$ cat src/bp_pkg.sv
`default_nettype none

package bp_pkg;

  localparam int PC_BITS      = 32;
  localparam int OPCODE_BITS  = 7;
  localparam int COUNTER_BITS = 2;

  typedef logic [PC_BITS-1:0]      pc_t;
  typedef logic [OPCODE_BITS-1:0]  opcode_t;
  typedef logic [COUNTER_BITS-1:0] counter_t;

  localparam pc_t PC_STEP = 32'd4;  // rv32i, no compressed

  localparam opcode_t OP_BRANCH = 7'b1100011;  // beq/bne/blt/bge/bltu/bgeu

  // two upper values predict taken
  localparam counter_t COUNTER_STRONG_NT = 2'd0;
  localparam counter_t COUNTER_WEAK_NT   = 2'd1;
  localparam counter_t COUNTER_WEAK_T    = 2'd2;
  localparam counter_t COUNTER_STRONG_T  = 2'd3;

  typedef struct packed {
    logic    valid;
    pc_t     pc;
    opcode_t opcode;
  } decode_req_t;

  typedef struct packed {
    logic taken;
    pc_t  target;
  } prediction_t;  // rides D to E with the branch

  typedef struct packed {
    logic        valid;
    pc_t         pc;
    prediction_t pred;
    logic        actual_taken;  // ZeroE & PCSrcE
    pc_t         actual_target;
  } resolve_req_t;

  typedef struct packed {
    logic flush_d;
    logic flush_e;
    pc_t  pc;
  } redirect_t;

  typedef struct packed {
    logic     en;
    pc_t      pc;
    counter_t counter;
    pc_t      target;
  } table_wr_t;

endpackage

`default_nettype wire

$ cat src/bp_lookup.sv
`timescale 1ns/1ps
`default_nettype none

module bp_lookup #(
  parameter int INDEX_BITS = 8
) (
  input  bp_pkg::decode_req_t req,
  output bp_pkg::pc_t         tbl_pc,
  input  logic                tbl_hit,
  input  bp_pkg::counter_t    tbl_counter,
  input  bp_pkg::pc_t         tbl_target,
  output bp_pkg::prediction_t prediction
);

  logic        is_branch;
  logic        counter_taken;
  logic        predict_taken;
  bp_pkg::pc_t seq_pc;

  // table needs at least one tag bit above the index
  if (INDEX_BITS < 1 || INDEX_BITS > bp_pkg::PC_BITS - 3) begin : g_index_range
    $error("bp_lookup: INDEX_BITS %0d out of range", INDEX_BITS);
  end

  assign tbl_pc = req.pc;
  assign seq_pc = req.pc + bp_pkg::PC_STEP;

  assign is_branch     = req.valid && (req.opcode == bp_pkg::OP_BRANCH);
  assign counter_taken = (tbl_counter >= bp_pkg::COUNTER_WEAK_T);  // weak or strong taken

  // a miss always falls through, whatever the stale counter says
  assign predict_taken = is_branch && tbl_hit && counter_taken;

  always_comb begin
    prediction.taken = predict_taken;
    if (predict_taken) begin
      prediction.target = tbl_target;
    end else begin
      prediction.target = seq_pc;  // sequential fetch
    end
  end

  // no clock here, so checked combinationally
  always_comb begin
    if (prediction.taken) begin
      a_taken_is_branch: assert (req.valid && (req.opcode == bp_pkg::OP_BRANCH))
        else $error("bp_lookup: taken prediction for opcode %b at pc %h",
                    req.opcode, req.pc);
    end
  end

endmodule

`default_nettype wire

$ cat config.mk
export PLATFORM = sky130hd
export DESIGN_NAME = bp_lookup
export DESIGN_NICKNAME = d
export VERILOG_FILES = /design/src/bp_pkg.sv /design/src/bp_lookup.sv
export SDC_FILE = /design/constraint.sdc
export NUM_CORES = 1
export LEC_CHECK = 0
export BUFFER_PORTS_ARGS = -buffer_cell sky130_fd_sc_hd__buf_2
export CAP_MARGIN = 20
export CORE_MARGIN = 5
export CORE_UTILIZATION = 36
export DETAILED_ROUTE_END_ITERATION = 8
export PLACE_DENSITY = 0.88
export SLEW_MARGIN = 25
export SYNTH_ARGS = -nofsm -noshare
export SYNTH_HDL_FRONTEND = slang
export SYNTH_SLANG_ARGS = --single-unit
$ cat constraint.sdc
create_clock -name vclk -period 2.65
set_input_delay 0.265 -clock vclk [all_inputs]
set_output_delay 0.265 -clock vclk [all_outputs]
set_load 0.02 [all_outputs]
==> results.json, run 1 <==
{
  "status": "finished, final reports clean",
  "power.density_nw_per_um2": 149,
  "grt.overflow.total": 0,
  "stdcell_area_um2": 1730,
  "final_nets": 382,
  "initial_utilization": 0.371,
  "dieArea_um2": 4680,
  "num_io_pins": 140,
  "syn_to_final_growth_pct": 41.0,
  "avgSynthCellArea_um2": 6.05,
  "dp_cells": 350,
  "end_kind": "primary output",
  "hpwl_mm": 3.61,
  "layout-drive-gt1-share": 0.493,
  "period_needed_ns": 2.51,
  "vias": 1788,
  "drt-vias-per-instance": 5.11,
  "post-route-period-util": 0.949,
  "seq_area_frac_synth": 0,
  "num_rows": 21,
  "crit_slowest_cell": "or4_4",
  "hold_violations": 0,
  "grt_setup_unrepaired": "false",
  "n_antenna_cell": 0,
  "syn_area_um2": 1230,
  "fin_util": 0.523,
  "multiInputGateArea_um2": 931,
  "hold_class": "primary input to primary output",
  "setup_tns_ns": 0,
  "grt_pass1_wl_mm": 6.31,
  "hold_path.startpoint": "req[8]",
  "pwr-share-clk": 0,
  "final_common_cell": "buf_2",
  "fmax_mhz": 398,
  "drt_iter0_drc": 27,
  "ys_types": 31,
  "seq_area_um2": 0,
  "slew_headroom": 0.793,
  "final_cell_count_no_fill": 350,
  "synth_nets": 279,
  "cts_resized": 0,
  "seq_power_share": 0,
  "ir_drop_mv": 0.0967,
  "p_sw_frac": 0.605,
  "core_um2": 3310,
  "crit_chain": "buf_2 -> ha_1 -> nand3_1 -> or4_4 -> or4_1 -> a31oi_1 -> buf_2",
  "worst_pin_slew_ns": 0.308,
  "p_int_mw": 0.102,
  "grt_max_degree": 27,
  "cp.required_ns": 2.38,
  "leakage_nw": 0.838,
  "syn_inst": 203,
  "grt_usage": 0.164,
  "setup_ws_ns": 0.135,
  "grt_pass1_vias": 1539,
  "cp_common_cell": "buf_2",
  "fillers": 349,
  "setup_viol": 0,
  "min_delay_path_depth": 2,
  "maxCapViolCount": 0,
  "post-place-ws_ns": 0.128,
  "drcViolationCount": 0,
  "gp_congestion": 0.753,
  "die_h_um": 68.4,
  "hold-path-endpoint": "tbl_pc[1]",
  "slew_viol_final": 0,
  "drt-total-wl_mm": 4.18,
  "design.seq.count": 0,
  "chipWidth_um": 68.4,
  "critical_path_class": "primary input to primary output",
  "clkbuf_count": 0,
  "place_area_um2": 1730,
  "crit_arrival_ns": 2.25,
  "drt_first_pass_iters": 4,
  "antenna_found_initial": 0,
  "io_buffers": 139,
  "post_cts_buffers": 0,
  "p_sw_mw": 0.156,
  "timing.hold.ws_ns": 0.763,
  "critPathMaxStageDelay_ns": 0.60,
  "ant_nets": 0,
  "cts_hold_buffers": 0,
  "final_cell_mix": "139 x buf_2, 30 x nand2_1, 19 x nor2_1",
  "routedWlPerCell_um": 12.0,
  "pwr-share-comb": 1.000,
  "critPathMaxFanout": 5,
  "yosysWarnings": 0,
  "cp-start-kind": "primary input",
  "total_power_mw": 0.258
}
==> cell usage after synthesis <==
| cell type | number | share of area |
|---|---|---|
| and2_1 | 1 | 0.0051 |
| o31ai_1 | 9 | 0.055 |
| nand4bb_1 | 1 | 0.0092 |
| nor4_1 | 2 | 0.010 |
| and4_1 | 4 | 0.029 |
| mux2_2 | 1 | 0.0092 |
| or4_2 | 1 | 0.0071 |
| o21ai_0 | 18 | 0.073 |
| xnor2_1 | 7 | 0.050 |
| a31oi_1 | 16 | 0.081 |
| nand3_1 | 11 | 0.045 |
| clkbuf_1 | 8 | 0.024 |
| and3_1 | 3 | 0.015 |
| inv_1 | 3 | 0.0092 |
| or3_2 | 1 | 0.0061 |
| and4_2 | 1 | 0.0081 |
| buf_4 | 33 | 0.20 |
| nand4_1 | 5 | 0.025 |
| nand2_1 | 30 | 0.092 |
| buf_1 | 1 | 0.0031 |
| buf_2 | 1 | 0.0041 |
| or3_1 | 6 | 0.031 |
| or4_1 | 10 | 0.061 |
| ha_1 | 1 | 0.010 |
| nor2_1 | 19 | 0.058 |
| nand4_4 | 1 | 0.017 |
| nand4b_1 | 1 | 0.0071 |
| nor3_1 | 1 | 0.0041 |
| a21oi_1 | 1 | 0.0041 |
| xor2_1 | 5 | 0.036 |
| or4_4 | 1 | 0.0092 |
==> per-layer routing <==
metal / share of wire / vias to the layer above / global-route usage
met3: 0.088 / 0 / 0.00985
met4: 0 / 0 / 0.00993
li1: - / 927 / -
met2: 0.50 / 71 / 0.310
met5: 0 / - / 0
met1: 0.41 / 790 / 0.210
==> final cells by class <==
cell class	count	area share
multi-input cells	157	0.537
repair buffers	144	0.423
well taps	46	0.0332
inverters	3	0.00650
==> power groups by stage <==
stage                     clock network [mW]  logic [mW]  registers [mW]
after global routing                       0       0.282               0
final                                      0       0.258               0
after detailed placement                   0       0.259               0
after global placement                     0       0.256               0
after floorplan                            0       0.158               0
after CTS                                  0       0.260               0
==> logic make-up (layout without fill, tap and decap cells) <==
kind of cell / after synthesis / in the layout / synth area share
and+or+nand+nor: 99 / 99 / 0.439
buffers and inverters: 46 / 147 / 0.242
AOI/OAI and AO/OA: 44 / 44 / 0.214
xor gates and xnor gates: 12 / 12 / 0.0855
adders and majority gates: 1 / 1 / 0.0102
muxes: 1 / 1 / 0.00916
==> critical path, delay by kind of cell <==
family          cells  cell delay (ns)
buf+inv             2             0.30
simple gates        3             1.31
compound gates      1             0.16
fa+ha+maj           1             0.22
==> worst max path at each step <==
stage / cells past startpoint / startpoint / endpoint
after global routing: 7 / req[10] / prediction[30]
after detailed placement: 7 / req[10] / prediction[30]
after global placement: 7 / req[10] / prediction[30]
after floorplan: 5 / req[9] / prediction[30]
after CTS: 7 / req[10] / prediction[30]
final: 7 / req[10] / prediction[30]
No activity file was read; power rests on OpenSTA's default activity.
==> inputs of run 2 (changes only) <==
--- a/config.mk
+++ b/config.mk
@@ -7,7 +7,6 @@
 export LEC_CHECK = 0
 export BUFFER_PORTS_ARGS = -buffer_cell sky130_fd_sc_hd__buf_2
 export CAP_MARGIN = 20
-export CORE_MARGIN = 5
 export CORE_UTILIZATION = 36
 export DETAILED_ROUTE_END_ITERATION = 8
 export PLACE_DENSITY = 0.88
==> run 2 against run 1 <==
  * Combinational power hardly changed
  * Sequential share of layout area is the same
  * Die area shrank 22%
  * Critical path depth unchanged
  * Via count up 0.73%
  * Flip-flop and latch count unchanged
  * Design area shrank 0.58%
  * Wire length down 7.0%
  * Critical path type unchanged
  * Critical endpoint unchanged
==> results.json, run 2 (synthesis gave the netlist of run 1 again) <==
{
  "status": "finished, final reports clean",
  "core_um2": 3150,
  "grt_max_degree": 39,
  "hold_class": "primary input to primary output",
  "io_buffers": 139,
  "worstSetupStartpoint": "req[9]",
  "num_io_pins": 140,
  "die_h_um": 60.4,
  "seq_area_um2": 0,
  "pwr-share-comb": 1.000,
  "post_cts_buffers": 0,
  "routedWlPerCell_um": 11.2,
  "ir_drop_mv": 0.0916,
  "syn_to_final_growth_pct": 40.2,
  "dieArea_um2": 3650,
  "initial_utilization": 0.390,
  "drt_first_pass_iters": 4,
  "hpwl_mm": 3.19,
  "grt.overflow.total": 0,
  "setup_viol": 0,
  "grt_setup_unrepaired": "false",
  "setup_tns_ns": 0,
  "gp_congestion": 0.751,
  "fmax_mhz": 408,
  "slew_headroom": 0.764,
  "slew_viol_final": 0,
  "multiInputGateArea_um2": 931,
  "worst_pin_slew_ns": 0.350,
  "seq_power_share": 0,
  "design.seq.count": 0,
  "cts_hold_buffers": 0,
  "p_sw_mw": 0.155,
  "setup_ws_ns": 0.200,
  "drt_iter0_drc": 112,
  "power.density_nw_per_um2": 149,
  "fillers": 349,
  "vias": 1801,
  "period_needed_ns": 2.45,
  "critPathMaxFanout": 6,
  "post-route-period-util": 0.924,
  "chipWidth_um": 60.4,
  "cp.required_ns": 2.38,
  "maxCapViolCount": 0,
  "drt-vias-per-instance": 5.19,
  "hold_path.startpoint": "req[7]",
  "grt_pass1_vias": 1428,
  "post-place-ws_ns": 0.198,
  "p_int_mw": 0.101,
  "final_nets": 381,
  "hold_violations": 0,
  "n_antenna_cell": 0,
  "layout-drive-gt1-share": 0.492,
  "leakage_nw": 0.833,
  "grt_usage": 0.201,
  "crit_arrival_ns": 2.18,
  "num_rows": 20,
  "p_sw_frac": 0.605,
  "min_delay_path_depth": 2,
  "cts_resized": 0,
  "end_kind": "primary output",
  "critical_path_class": "primary input to primary output",
  "antenna_found_initial": 0,
  "grt_pass1_wl_mm": 5.98,
  "cp-start-kind": "primary input",
  "pwr-share-clk": 0,
  "ant_nets": 0,
  "final_cell_mix": "139 x buf_2, 30 x nand2_1, 19 x nor2_1",
  "final_common_cell": "buf_2",
  "drcViolationCount": 0,
  "hold-path-endpoint": "tbl_pc[0]",
  "drt-total-wl_mm": 3.89,
  "clkbuf_count": 0
}
## run 2: area by class of cell
cell class,count,share of cell area
inverter,3,0.00654
multi-input combinational,157,0.540
tap,44,0.0320
timing repair buffer,143,0.421
## run 2: worst max path at each step
| stage | endpoint | cells after the start |
|---|---|---|
| after floorplan | prediction[30] | 5 |
| after global placement | prediction[30] | 7 |
| after detailed placement | prediction[30] | 7 |
| after CTS | prediction[30] | 7 |
| after global routing | prediction[30] | 7 |
| final | prediction[30] | 7 |
## run 2: power groups by stage
stage / clock network (mW) / registers (mW) / logic (mW)
2_1_floorplan: 0 / 0 / 0.158
3_3_place_gp: 0 / 0 / 0.253
5_1_grt: 0 / 0 / 0.280
3_5_place_dp: 0 / 0 / 0.257
4_1_cts: 0 / 0 / 0.258
6_report: 0 / 0 / 0.256
## run 2: routing by layer
| metal | track usage | up-vias | wire, um |
|---|---|---|---|
| li1 | - | 923 | - |
| met3 | 0.00640 | 2 | 264 |
| met1 | 0.251 | 787 | 1640 |
| met4 | 0.0195 | 0 | 16 |
| met5 | 0 | - | 0 |
| met2 | 0.394 | 89 | 1960 |
## run 2: metrics by stage
stage / utilization / std cells / hold WS, ns / power, mW / cell area, um^2
3_3_place_gp: 0.546 / 347 / 0.763 / 0.253 / 1720
5_1_grt: 0.546 / 347 / 0.770 / 0.280 / 1720
3_5_place_dp: 0.546 / 347 / 0.764 / 0.257 / 1720
6_report: 0.546 / 347 / 0.763 / 0.256 / 1720
2_1_floorplan: - / 203 / 0.643 / 0.158 / 1230
4_1_cts: 0.546 / 347 / 0.764 / 0.258 / 1720
## run 2: worst max-delay path, cell delays in order
cell	delay (ns)
buf_2	0.14
ha_1	0.23
nand3_1	0.12
or4_4	0.57
or4_1	0.51
a31oi_1	0.17
buf_2	0.18
