[src/bp_pkg.sv]
`default_nettype none

package bp_pkg;

  localparam int PC_BITS      = 32;
  localparam int OPCODE_BITS  = 7;
  localparam int COUNTER_BITS = 2;

  typedef logic [PC_BITS-1:0]      pc_t;
  typedef logic [OPCODE_BITS-1:0]  opcode_t;
  typedef logic [COUNTER_BITS-1:0] counter_t;

  localparam pc_t PC_STEP = 32'd4;  // rv32i, no compressed

  localparam opcode_t OP_BRANCH = 7'b1100011;  // beq/bne/blt/bge/bltu/bgeu

  // two upper values predict taken
  localparam counter_t COUNTER_STRONG_NT = 2'd0;
  localparam counter_t COUNTER_WEAK_NT   = 2'd1;
  localparam counter_t COUNTER_WEAK_T    = 2'd2;
  localparam counter_t COUNTER_STRONG_T  = 2'd3;

  typedef struct packed {
    logic    valid;
    pc_t     pc;
    opcode_t opcode;
  } decode_req_t;

  typedef struct packed {
    logic taken;
    pc_t  target;
  } prediction_t;  // rides D to E with the branch

  typedef struct packed {
    logic        valid;
    pc_t         pc;
    prediction_t pred;
    logic        actual_taken;  // ZeroE & PCSrcE
    pc_t         actual_target;
  } resolve_req_t;

  typedef struct packed {
    logic flush_d;
    logic flush_e;
    pc_t  pc;
  } redirect_t;

  typedef struct packed {
    logic     en;
    pc_t      pc;
    counter_t counter;
    pc_t      target;
  } table_wr_t;

endpackage

`default_nettype wire

[src/bp_resolve.sv]
`timescale 1ns/1ps
`default_nettype none

module bp_resolve #(
  parameter int INDEX_BITS = 8
) (
  input  logic                 clk,
  input  logic                 rst_n,
  input  bp_pkg::resolve_req_t req,
  output bp_pkg::pc_t          tbl_pc,
  input  logic                 tbl_hit,
  input  bp_pkg::counter_t     tbl_counter,
  output bp_pkg::redirect_t    redirect,
  output bp_pkg::table_wr_t    table_wr
);

  logic             dir_wrong;
  logic             target_wrong;
  logic             mispredict;
  bp_pkg::pc_t      seq_pc;
  bp_pkg::counter_t next_counter;

  if (INDEX_BITS < 1 || INDEX_BITS > bp_pkg::PC_BITS - 3) begin : g_index_range
    $error("bp_resolve: INDEX_BITS %0d out of range", INDEX_BITS);
  end

  assign tbl_pc = req.pc;  // second read port, same entry as the write
  assign seq_pc = req.pc + bp_pkg::PC_STEP;

  assign dir_wrong    = (req.pred.taken != req.actual_taken);
  assign target_wrong = req.pred.taken && req.actual_taken
                        && (req.pred.target != req.actual_target);
  assign mispredict   = req.valid && (dir_wrong || target_wrong);

  always_comb begin
    redirect.flush_d = mispredict;  // kill wrong-path D and E
    redirect.flush_e = mispredict;
    if (req.actual_taken) begin
      redirect.pc = req.actual_target;
    end else begin
      redirect.pc = seq_pc;
    end
  end

  // saturating update on a hit, weak allocation on a miss
  always_comb begin
    if (!tbl_hit) begin
      if (req.actual_taken) begin
        next_counter = bp_pkg::COUNTER_WEAK_T;
      end else begin
        next_counter = bp_pkg::COUNTER_WEAK_NT;
      end
    end else if (req.actual_taken) begin
      if (tbl_counter == bp_pkg::COUNTER_STRONG_T) begin
        next_counter = tbl_counter;
      end else begin
        next_counter = tbl_counter + 2'd1;
      end
    end else begin
      if (tbl_counter == bp_pkg::COUNTER_STRONG_NT) begin
        next_counter = tbl_counter;
      end else begin
        next_counter = tbl_counter - 2'd1;
      end
    end
  end

  always_comb begin
    table_wr.en      = req.valid;
    table_wr.pc      = req.pc;
    table_wr.counter = next_counter;
    // PCTargetE is computed whether or not the branch goes
    table_wr.target  = req.actual_target;
  end

  a_flush_pair: assert property (
    @(posedge clk) disable iff (!rst_n)
    redirect.flush_d == redirect.flush_e
  ) else $error("bp_resolve: flush_d and flush_e differ");

  // pipeline holds valid low through stalls and after reset
  a_flush_needs_valid: assert property (
    @(posedge clk) disable iff (!rst_n)
    (redirect.flush_d || redirect.flush_e) |-> req.valid
  ) else $error("bp_resolve: flush raised without a valid resolve at pc %h", req.pc);

endmodule

`default_nettype wire

[config.mk]
export PLATFORM = sky130hd
export DESIGN_NAME = bp_resolve
export DESIGN_NICKNAME = d
export VERILOG_FILES = /design/src/bp_pkg.sv /design/src/bp_resolve.sv
export SDC_FILE = /design/constraint.sdc
export NUM_CORES = 1
export LEC_CHECK = 0
export BUFFER_PORTS_ARGS = -buffer_cell sky130_fd_sc_hd__buf_2
export CAP_MARGIN = 20
export CORE_AREA = 2 2 91 93
export DETAILED_ROUTE_END_ITERATION = 7
export DIE_AREA = 0 0 93 95
export PLACE_DENSITY = 0.65
export SYNTH_ARGS = -nofsm -noshare
export SYNTH_HDL_FRONTEND = slang
export SYNTH_SLANG_ARGS = --single-unit
[constraint.sdc]
create_clock -name vclk -period 5
set_input_delay 0.5 -clock vclk [all_inputs]
set_output_delay 0.5 -clock vclk [all_outputs]
set_load 0.03 [all_outputs]
==> flow_summary.json, run 1 <==
{
  "place_ws_ps": 1990,
  "grt_max_degree": 63,
  "row_count": 33,
  "worstPathCellList": "buf_2, ha_1, nand4_1, or4_4, nor4_2, xor2_1, mux2_2, buf_2",
  "overflow": 0,
  "first_global_vias": 1921,
  "leakagePower_nw": 1.38,
  "viasPerCell": 4.40,
  "worst_slack_ps": 1980,
  "fin_crit_sh_pct": 60.4,
  "hold_start": "req[66]",
  "ctsHoldBuffers": 0,
  "avgRoutedWirePerCell_um": 14.2,
  "synth_area_per_cell_um2": 6.78,
  "gp_congestion": 0.810,
  "rsz0062_at_grt": "false",
  "worst-path-stages": 8,
  "io_pins": 237,
  "p_total_w": 0.000339,
  "drv_slew": 0,
  "first_iter_violations": 52,
  "vias": 2361,
  "nClkBuffers": 0,
  "grtUsageTotal_pct": 14.6,
  "max_cap_viol_count": 0,
  "die_height_um": 95,
  "wirelength_mm": 7.63,
  "cp.arrival_ps": 2520,
  "die_w_um": 93,
  "syn_nets": 410,
  "multiInputGateArea_um2": 1260,
  "final_hold_viol_count": 0,
  "p_clk_share_pct": 0,
  "cp_slowest_cell": "or4_4",
  "p_int_w": 0.000105,
  "ys.warnings.count": 0,
  "ctsResizeCount": 0,
  "synth-seq-area-share_pct": 0,
  "worst_pin_slew_ps": 998,
  "use_met3_pct": 0.319,
  "critPathCaptureType": "output port",
  "cts_setup_buffers": 0,
  "crit_buf_inv": 2,
  "placed_cells": 537,
  "fin_crit_ps": 3020,
  "power_density_nw_per_um2": 131,
  "synth_cell_types": 29,
  "status": "complete, no violations",
  "switching_share_pct": 69.0,
  "p_sw_w": 0.000234,
  "drtPass1Iterations": 4,
  "grt_first_pass_wirelength_mm": 10.1,
  "drtAntennaViolNets": 0,
  "netlist_area_um2": 2060,
  "coreArea_um2": 7930,
  "crit_top_cell": "buf_2",
  "critical_path.top_delay_family": "simple AND/OR/NAND/NOR gates",
  "grt-busiest-layer": "met2",
  "drcViolationCount": 0,
  "crit_fanout": 8,
  "path_class": "primary input to output port",
  "cp.required_ps": 4500,
  "finalNonFillerCells": 537,
  "antenna_found_initial": 0,
  "startpoint_type": "primary input",
  "die-area_um2": 8840,
  "port_buffers": 235,
  "met2_usage_pct": 27.6,
  "hold_depth": 2,
  "ff_latch_area_um2": 0,
  "start_util_pct": 26.0,
  "ir_worst_vdd_uv": 43.7,
  "hold_path_class": "primary input to output port",
  "dp_hpwl_mm": 6.71,
  "seqPwrFrac_pct": 0,
  "nets": 540,
  "finalSetupViolations": 0,
  "drive_gt1_share_pct": 57.6,
  "areaGrowthSynthToFinish_pct": 25.7,
  "cpPeakStageDelay_ps": 620,
  "whs_endpoint": "tbl_pc[0]",
  "grt.met1_usage_pct": 19.8,
  "fillers": 877,
  "syn_inst": 304,
  "seq_cell_count": 0,
  "fmax_ghz": 0.331,
  "combPwrFrac_pct": 100.0,
  "slew_headroom_pct": 33.4,
  "finalSetupTns_ps": 0,
  "diodes": 0
}
==> cell families (layout without fill, tap and decap cells) <==
logic type / Yosys count / after routing / share of synthesized area [%]
buf+inv: 111 / 239 / 38.6
simple gates: 93 / 93 / 22.5
xor+xnor: 60 / 60 / 25.5
compound gates: 29 / 29 / 7.29
mux: 9 / 9 / 4.86
fa+ha+maj: 2 / 2 / 1.21
==> final cells by class <==
type,instances,area share (%)
multi-input combinational,193,48.8
timing repair buffer,236,45.7
inverter,3,0.435
tap,105,5.07
==> layer usage <==
layer | up-vias | share of wire (%)
met5 | - | 0
met1 | 1066 | 44
li1 | 1173 | -
met2 | 122 | 51
met4 | 0 | 0
met3 | 0 | 5.2
==> how the worst max path moves through the flow <==
stage / startpoint / to
2_1_floorplan: req[68] / redirect[26]
3_3_place_gp: req[68] / redirect[30]
3_5_place_dp: req[68] / redirect[30]
4_1_cts: req[68] / redirect[30]
5_1_grt: req[68] / redirect[30]
6_report: req[68] / redirect[30]
==> through the flow <==
step	utilization, %	hold slack (ps)	instance area [µm²]
after floorplan	-	1130	2060
after global placement	32.7	1270	2590
after detailed placement	32.7	1280	2590
after CTS	32.7	1280	2590
after global routing	32.7	1290	2590
final	32.7	1270	2590
==> cell usage after synthesis (2+ instances only) <==
cell type / instances / share of area (%)
xnor2_1: 15 / 6.4
buf_4: 99 / 36
clkbuf_1: 7 / 1.3
nor2_1: 12 / 2.2
o21ai_0: 25 / 6.1
xor2_1: 45 / 19
nor3_1: 4 / 0.97
nand4_1: 11 / 3.3
nand2_1: 37 / 6.7
nor4_1: 11 / 3.3
inv_1: 3 / 0.55
mux2_2: 8 / 4.4
ha_1: 2 / 1.2
nand3_1: 9 / 2.2
a21oi_1: 2 / 0.49
==> layout by cell type (no fill, tap or decap), drive strengths merged, types with 3 or more instances in the layout <==
cell type  count
buf          236
xor2          45
nand2         37
o21ai         25
xnor2         15
nor2          12
nand4         12
nor4          12
nand3          9
mux2           8
nor3           4
inv            3
==> power by group through the flow <==
stage / clock, W / combinational, W / sequential, W
floorplan: 0 / 0.000257 / 0
global placement: 0 / 0.000339 / 0
detailed placement: 0 / 0.000342 / 0
CTS: 0 / 0.000343 / 0
global route: 0 / 0.000362 / 0
finish: 0 / 0.000339 / 0
Power figures use the tool's default switching activity.
==> run 2: changes to the inputs <==
--- a/config.mk
+++ b/config.mk
@@ -5,12 +5,13 @@
 export SDC_FILE = /design/constraint.sdc
 export NUM_CORES = 1
 export LEC_CHECK = 0
+export ABC_AREA = 1
 export BUFFER_PORTS_ARGS = -buffer_cell sky130_fd_sc_hd__buf_2
 export CAP_MARGIN = 20
-export CORE_AREA = 2 2 91 93
+export CORE_AREA = 2 2 92 94
 export DETAILED_ROUTE_END_ITERATION = 7
-export DIE_AREA = 0 0 93 95
-export PLACE_DENSITY = 0.65
+export DIE_AREA = 0 0 94 96
+export PLACE_DENSITY = 0.68
 export SYNTH_ARGS = -nofsm -noshare
 export SYNTH_HDL_FRONTEND = slang
 export SYNTH_SLANG_ARGS = --single-unit
==> constraint.sdc (replaced) <==
create_clock -name vclk -period 3.1
set_input_delay 0.31 -clock vclk [all_inputs]
set_output_delay 0.31 -clock vclk [all_outputs]
set_load 0.03 [all_outputs]
==> flow_summary.json, run 2 <==
{
  "synth_area_leaders": "buf_4 31%, nand2_1 22%, xnor2_1 10%",
  "worstPathCellList": "buf_2, ha_1, nand3_1, inv_1, nand2_2, inv_1, nand4_1, o21bai_1, nand3_1, o21ai_0, buf_2",
  "cpPeakStageDelay_ps": 240,
  "grtUsageTotal_pct": 15.3,
  "switching_share_pct": 68.8,
  "path_class": "primary input to output port",
  "wirelength_mm": 7.88,
  "rsz0062_at_grt": "false",
  "vias": 2846,
  "ys.warnings.count": 0,
  "fillers": 910,
  "fmax_ghz": 0.452,
  "coreArea_um2": 8050,
  "layout_common_cells": "235 x buf_2, 136 x nand2_1, 42 x inv_1, 28 x nor2_1, 28 x xnor2_1",
  "crit_buf_inv": 4,
  "cp.arrival_ps": 1900,
  "placed_cells": 663,
  "yosysMostFrequentCell": "nand2_1",
  "cts_setup_buffers": 0,
  "first_global_vias": 2479,
  "antenna_found_initial": 0,
  "io_pins": 237,
  "slew_headroom_pct": 47.1,
  "die_height_um": 96,
  "fin_crit_ps": 2210,
  "hold_start": "req[98]",
  "startpoint_type": "primary input",
  "avgRoutedWirePerCell_um": 11.9,
  "start_util_pct": 29.5,
  "crit_path_start": "req[68]",
  "p_int_w": 0.000178,
  "die-area_um2": 9020,
  "gp_congestion": 0.862,
  "p_sw_w": 0.000392,
  "nets": 666,
  "dp_hpwl_mm": 6.87,
  "p_clk_share_pct": 0,
  "max_cap_viol_count": 0,
  "ctsResizeCount": 0,
  "first_iter_violations": 54,
  "finalSetupViolations": 0,
  "drcViolationCount": 0,
  "grt_first_pass_wirelength_mm": 11.2,
  "viasPerCell": 4.29,
  "row_count": 33,
  "drtPass1Iterations": 4,
  "grt_max_degree": 47,
  "cp_slowest_cell": "buf_2",
  "hold_path_class": "primary input to output port",
  "final_hold_viol_count": 0,
  "crit_fanout": 5,
  "hold_depth": 2,
  "yosys-top-cells-count": "136 x nand2_1, 99 x buf_4, 42 x inv_1",
  "whs_endpoint": "table_wr[66]",
  "ir_worst_vdd_uv": 71.9,
  "drtAntennaViolNets": 0,
  "leakagePower_nw": 1.74,
  "drive_gt1_share_pct": 44.6,
  "cp.required_ps": 2790,
  "netlist_area_um2": 2370,
  "synth_area_per_cell_um2": 5.55,
  "critPathCaptureType": "output port",
  "power_density_nw_per_um2": 196,
  "finalSetupTns_ps": 0,
  "finalNonFillerCells": 663,
  "port_buffers": 235,
  "yosysTopAreaCellShare_pct": 31.3,
  "seq_cell_count": 0,
  "areaGrowthSynthToFinish_pct": 22.6,
  "combPwrFrac_pct": 100.0,
  "critical_path.top_delay_family": "buffers and inverters",
  "diodes": 0,
  "overflow": 0,
  "synth-seq-area-share_pct": 0,
  "multiInputGateArea_um2": 1430,
  "drv_slew": 0,
  "syn_nets": 534,
  "worst_pin_slew_ps": 793,
  "syn_inst": 428,
  "synth_cell_types": 29,
  "yosysTopAreaCell": "buf_4",
  "die_w_um": 94,
  "fin_crit_sh_pct": 71.4,
  "seqPwrFrac_pct": 0,
  "status": "complete, no violations",
  "ff_latch_area_um2": 0,
  "nClkBuffers": 0,
  "final_common_cell": "buf_2",
  "ctsHoldBuffers": 0
}
[run 2: cell types whose count changed after synthesis, moves of 4 or more]
cell      before  now
nor2_1        12   28
mux2_2         8    0
o21ai_0       25   18
nand2_1       37  136
xnor2_1       15   28
nor2_4         0    4
inv_1          3   42
nor4_1        11    1
clkbuf_1       7    3
a21oi_1        2    9
nor3_1         4    9
xor2_1        45   15
nand2_2        0    4
nand4_1       11    5
[run 2: worst max-delay path by stage]
stage	slack, ps	to	depth (start not counted)
4_1_cts	850	redirect[28]	11
3_3_place_gp	870	redirect[28]	11
5_1_grt	730	redirect[31]	10
3_5_place_dp	860	redirect[28]	11
6_report	890	redirect[28]	11
2_1_floorplan	990	redirect[20]	8
[run 2: metrics by stage]
step                area (µm²)  total power [W]  util, %  setup WS (ps)  hold slack, ps
floorplan                 2370         0.000445        -            991             752
CTS                       2910         0.000575     36.1            855             889
global route              2910         0.000616     36.1            732             898
detailed placement        2910         0.000574     36.1            860             889
finish                    2910         0.000570     36.1            886             893
global placement          2910         0.000569     36.1            871             890
[run 2: cells by family after synthesis]
group / synth area share (%)
and+or+nand+nor: 36.3
buffers and inverters: 39.6
adders and majority gates: 1.05
AOI/OAI and AO/OA: 7.22
xor gates and xnor gates: 15.9
[run 2: per-layer routing]
| layer | routed length (µm) | vias to the layer above | GRT usage [%] | share of wire, % |
|---|---|---|---|---|
| met5 | 0 | - | 0 | 0 |
| met4 | 0 | 0 | 0.845 | 0 |
| met3 | 463 | 0 | 0.235 | 5.9 |
| met2 | 4220 | 141 | 31.7 | 54 |
| met1 | 3200 | 1232 | 18.3 | 41 |
| li1 | - | 1473 | - | - |
[run 2: final cells by class]
class / count / area share [%]
timing repair buffer: 236 / 40.7
multi-input combinational: 279 / 49.3
inverter: 43 / 5.55
tap: 105 / 4.51
[run 2: power by group through the flow]
| stage | clock network [W] | registers, W | logic, W |
|---|---|---|---|
| 5_1_grt | 0 | 0 | 0.000616 |
| 4_1_cts | 0 | 0 | 0.000575 |
| 3_3_place_gp | 0 | 0 | 0.000569 |
| 6_report | 0 | 0 | 0.000570 |
| 2_1_floorplan | 0 | 0 | 0.000445 |
| 3_5_place_dp | 0 | 0 | 0.000574 |
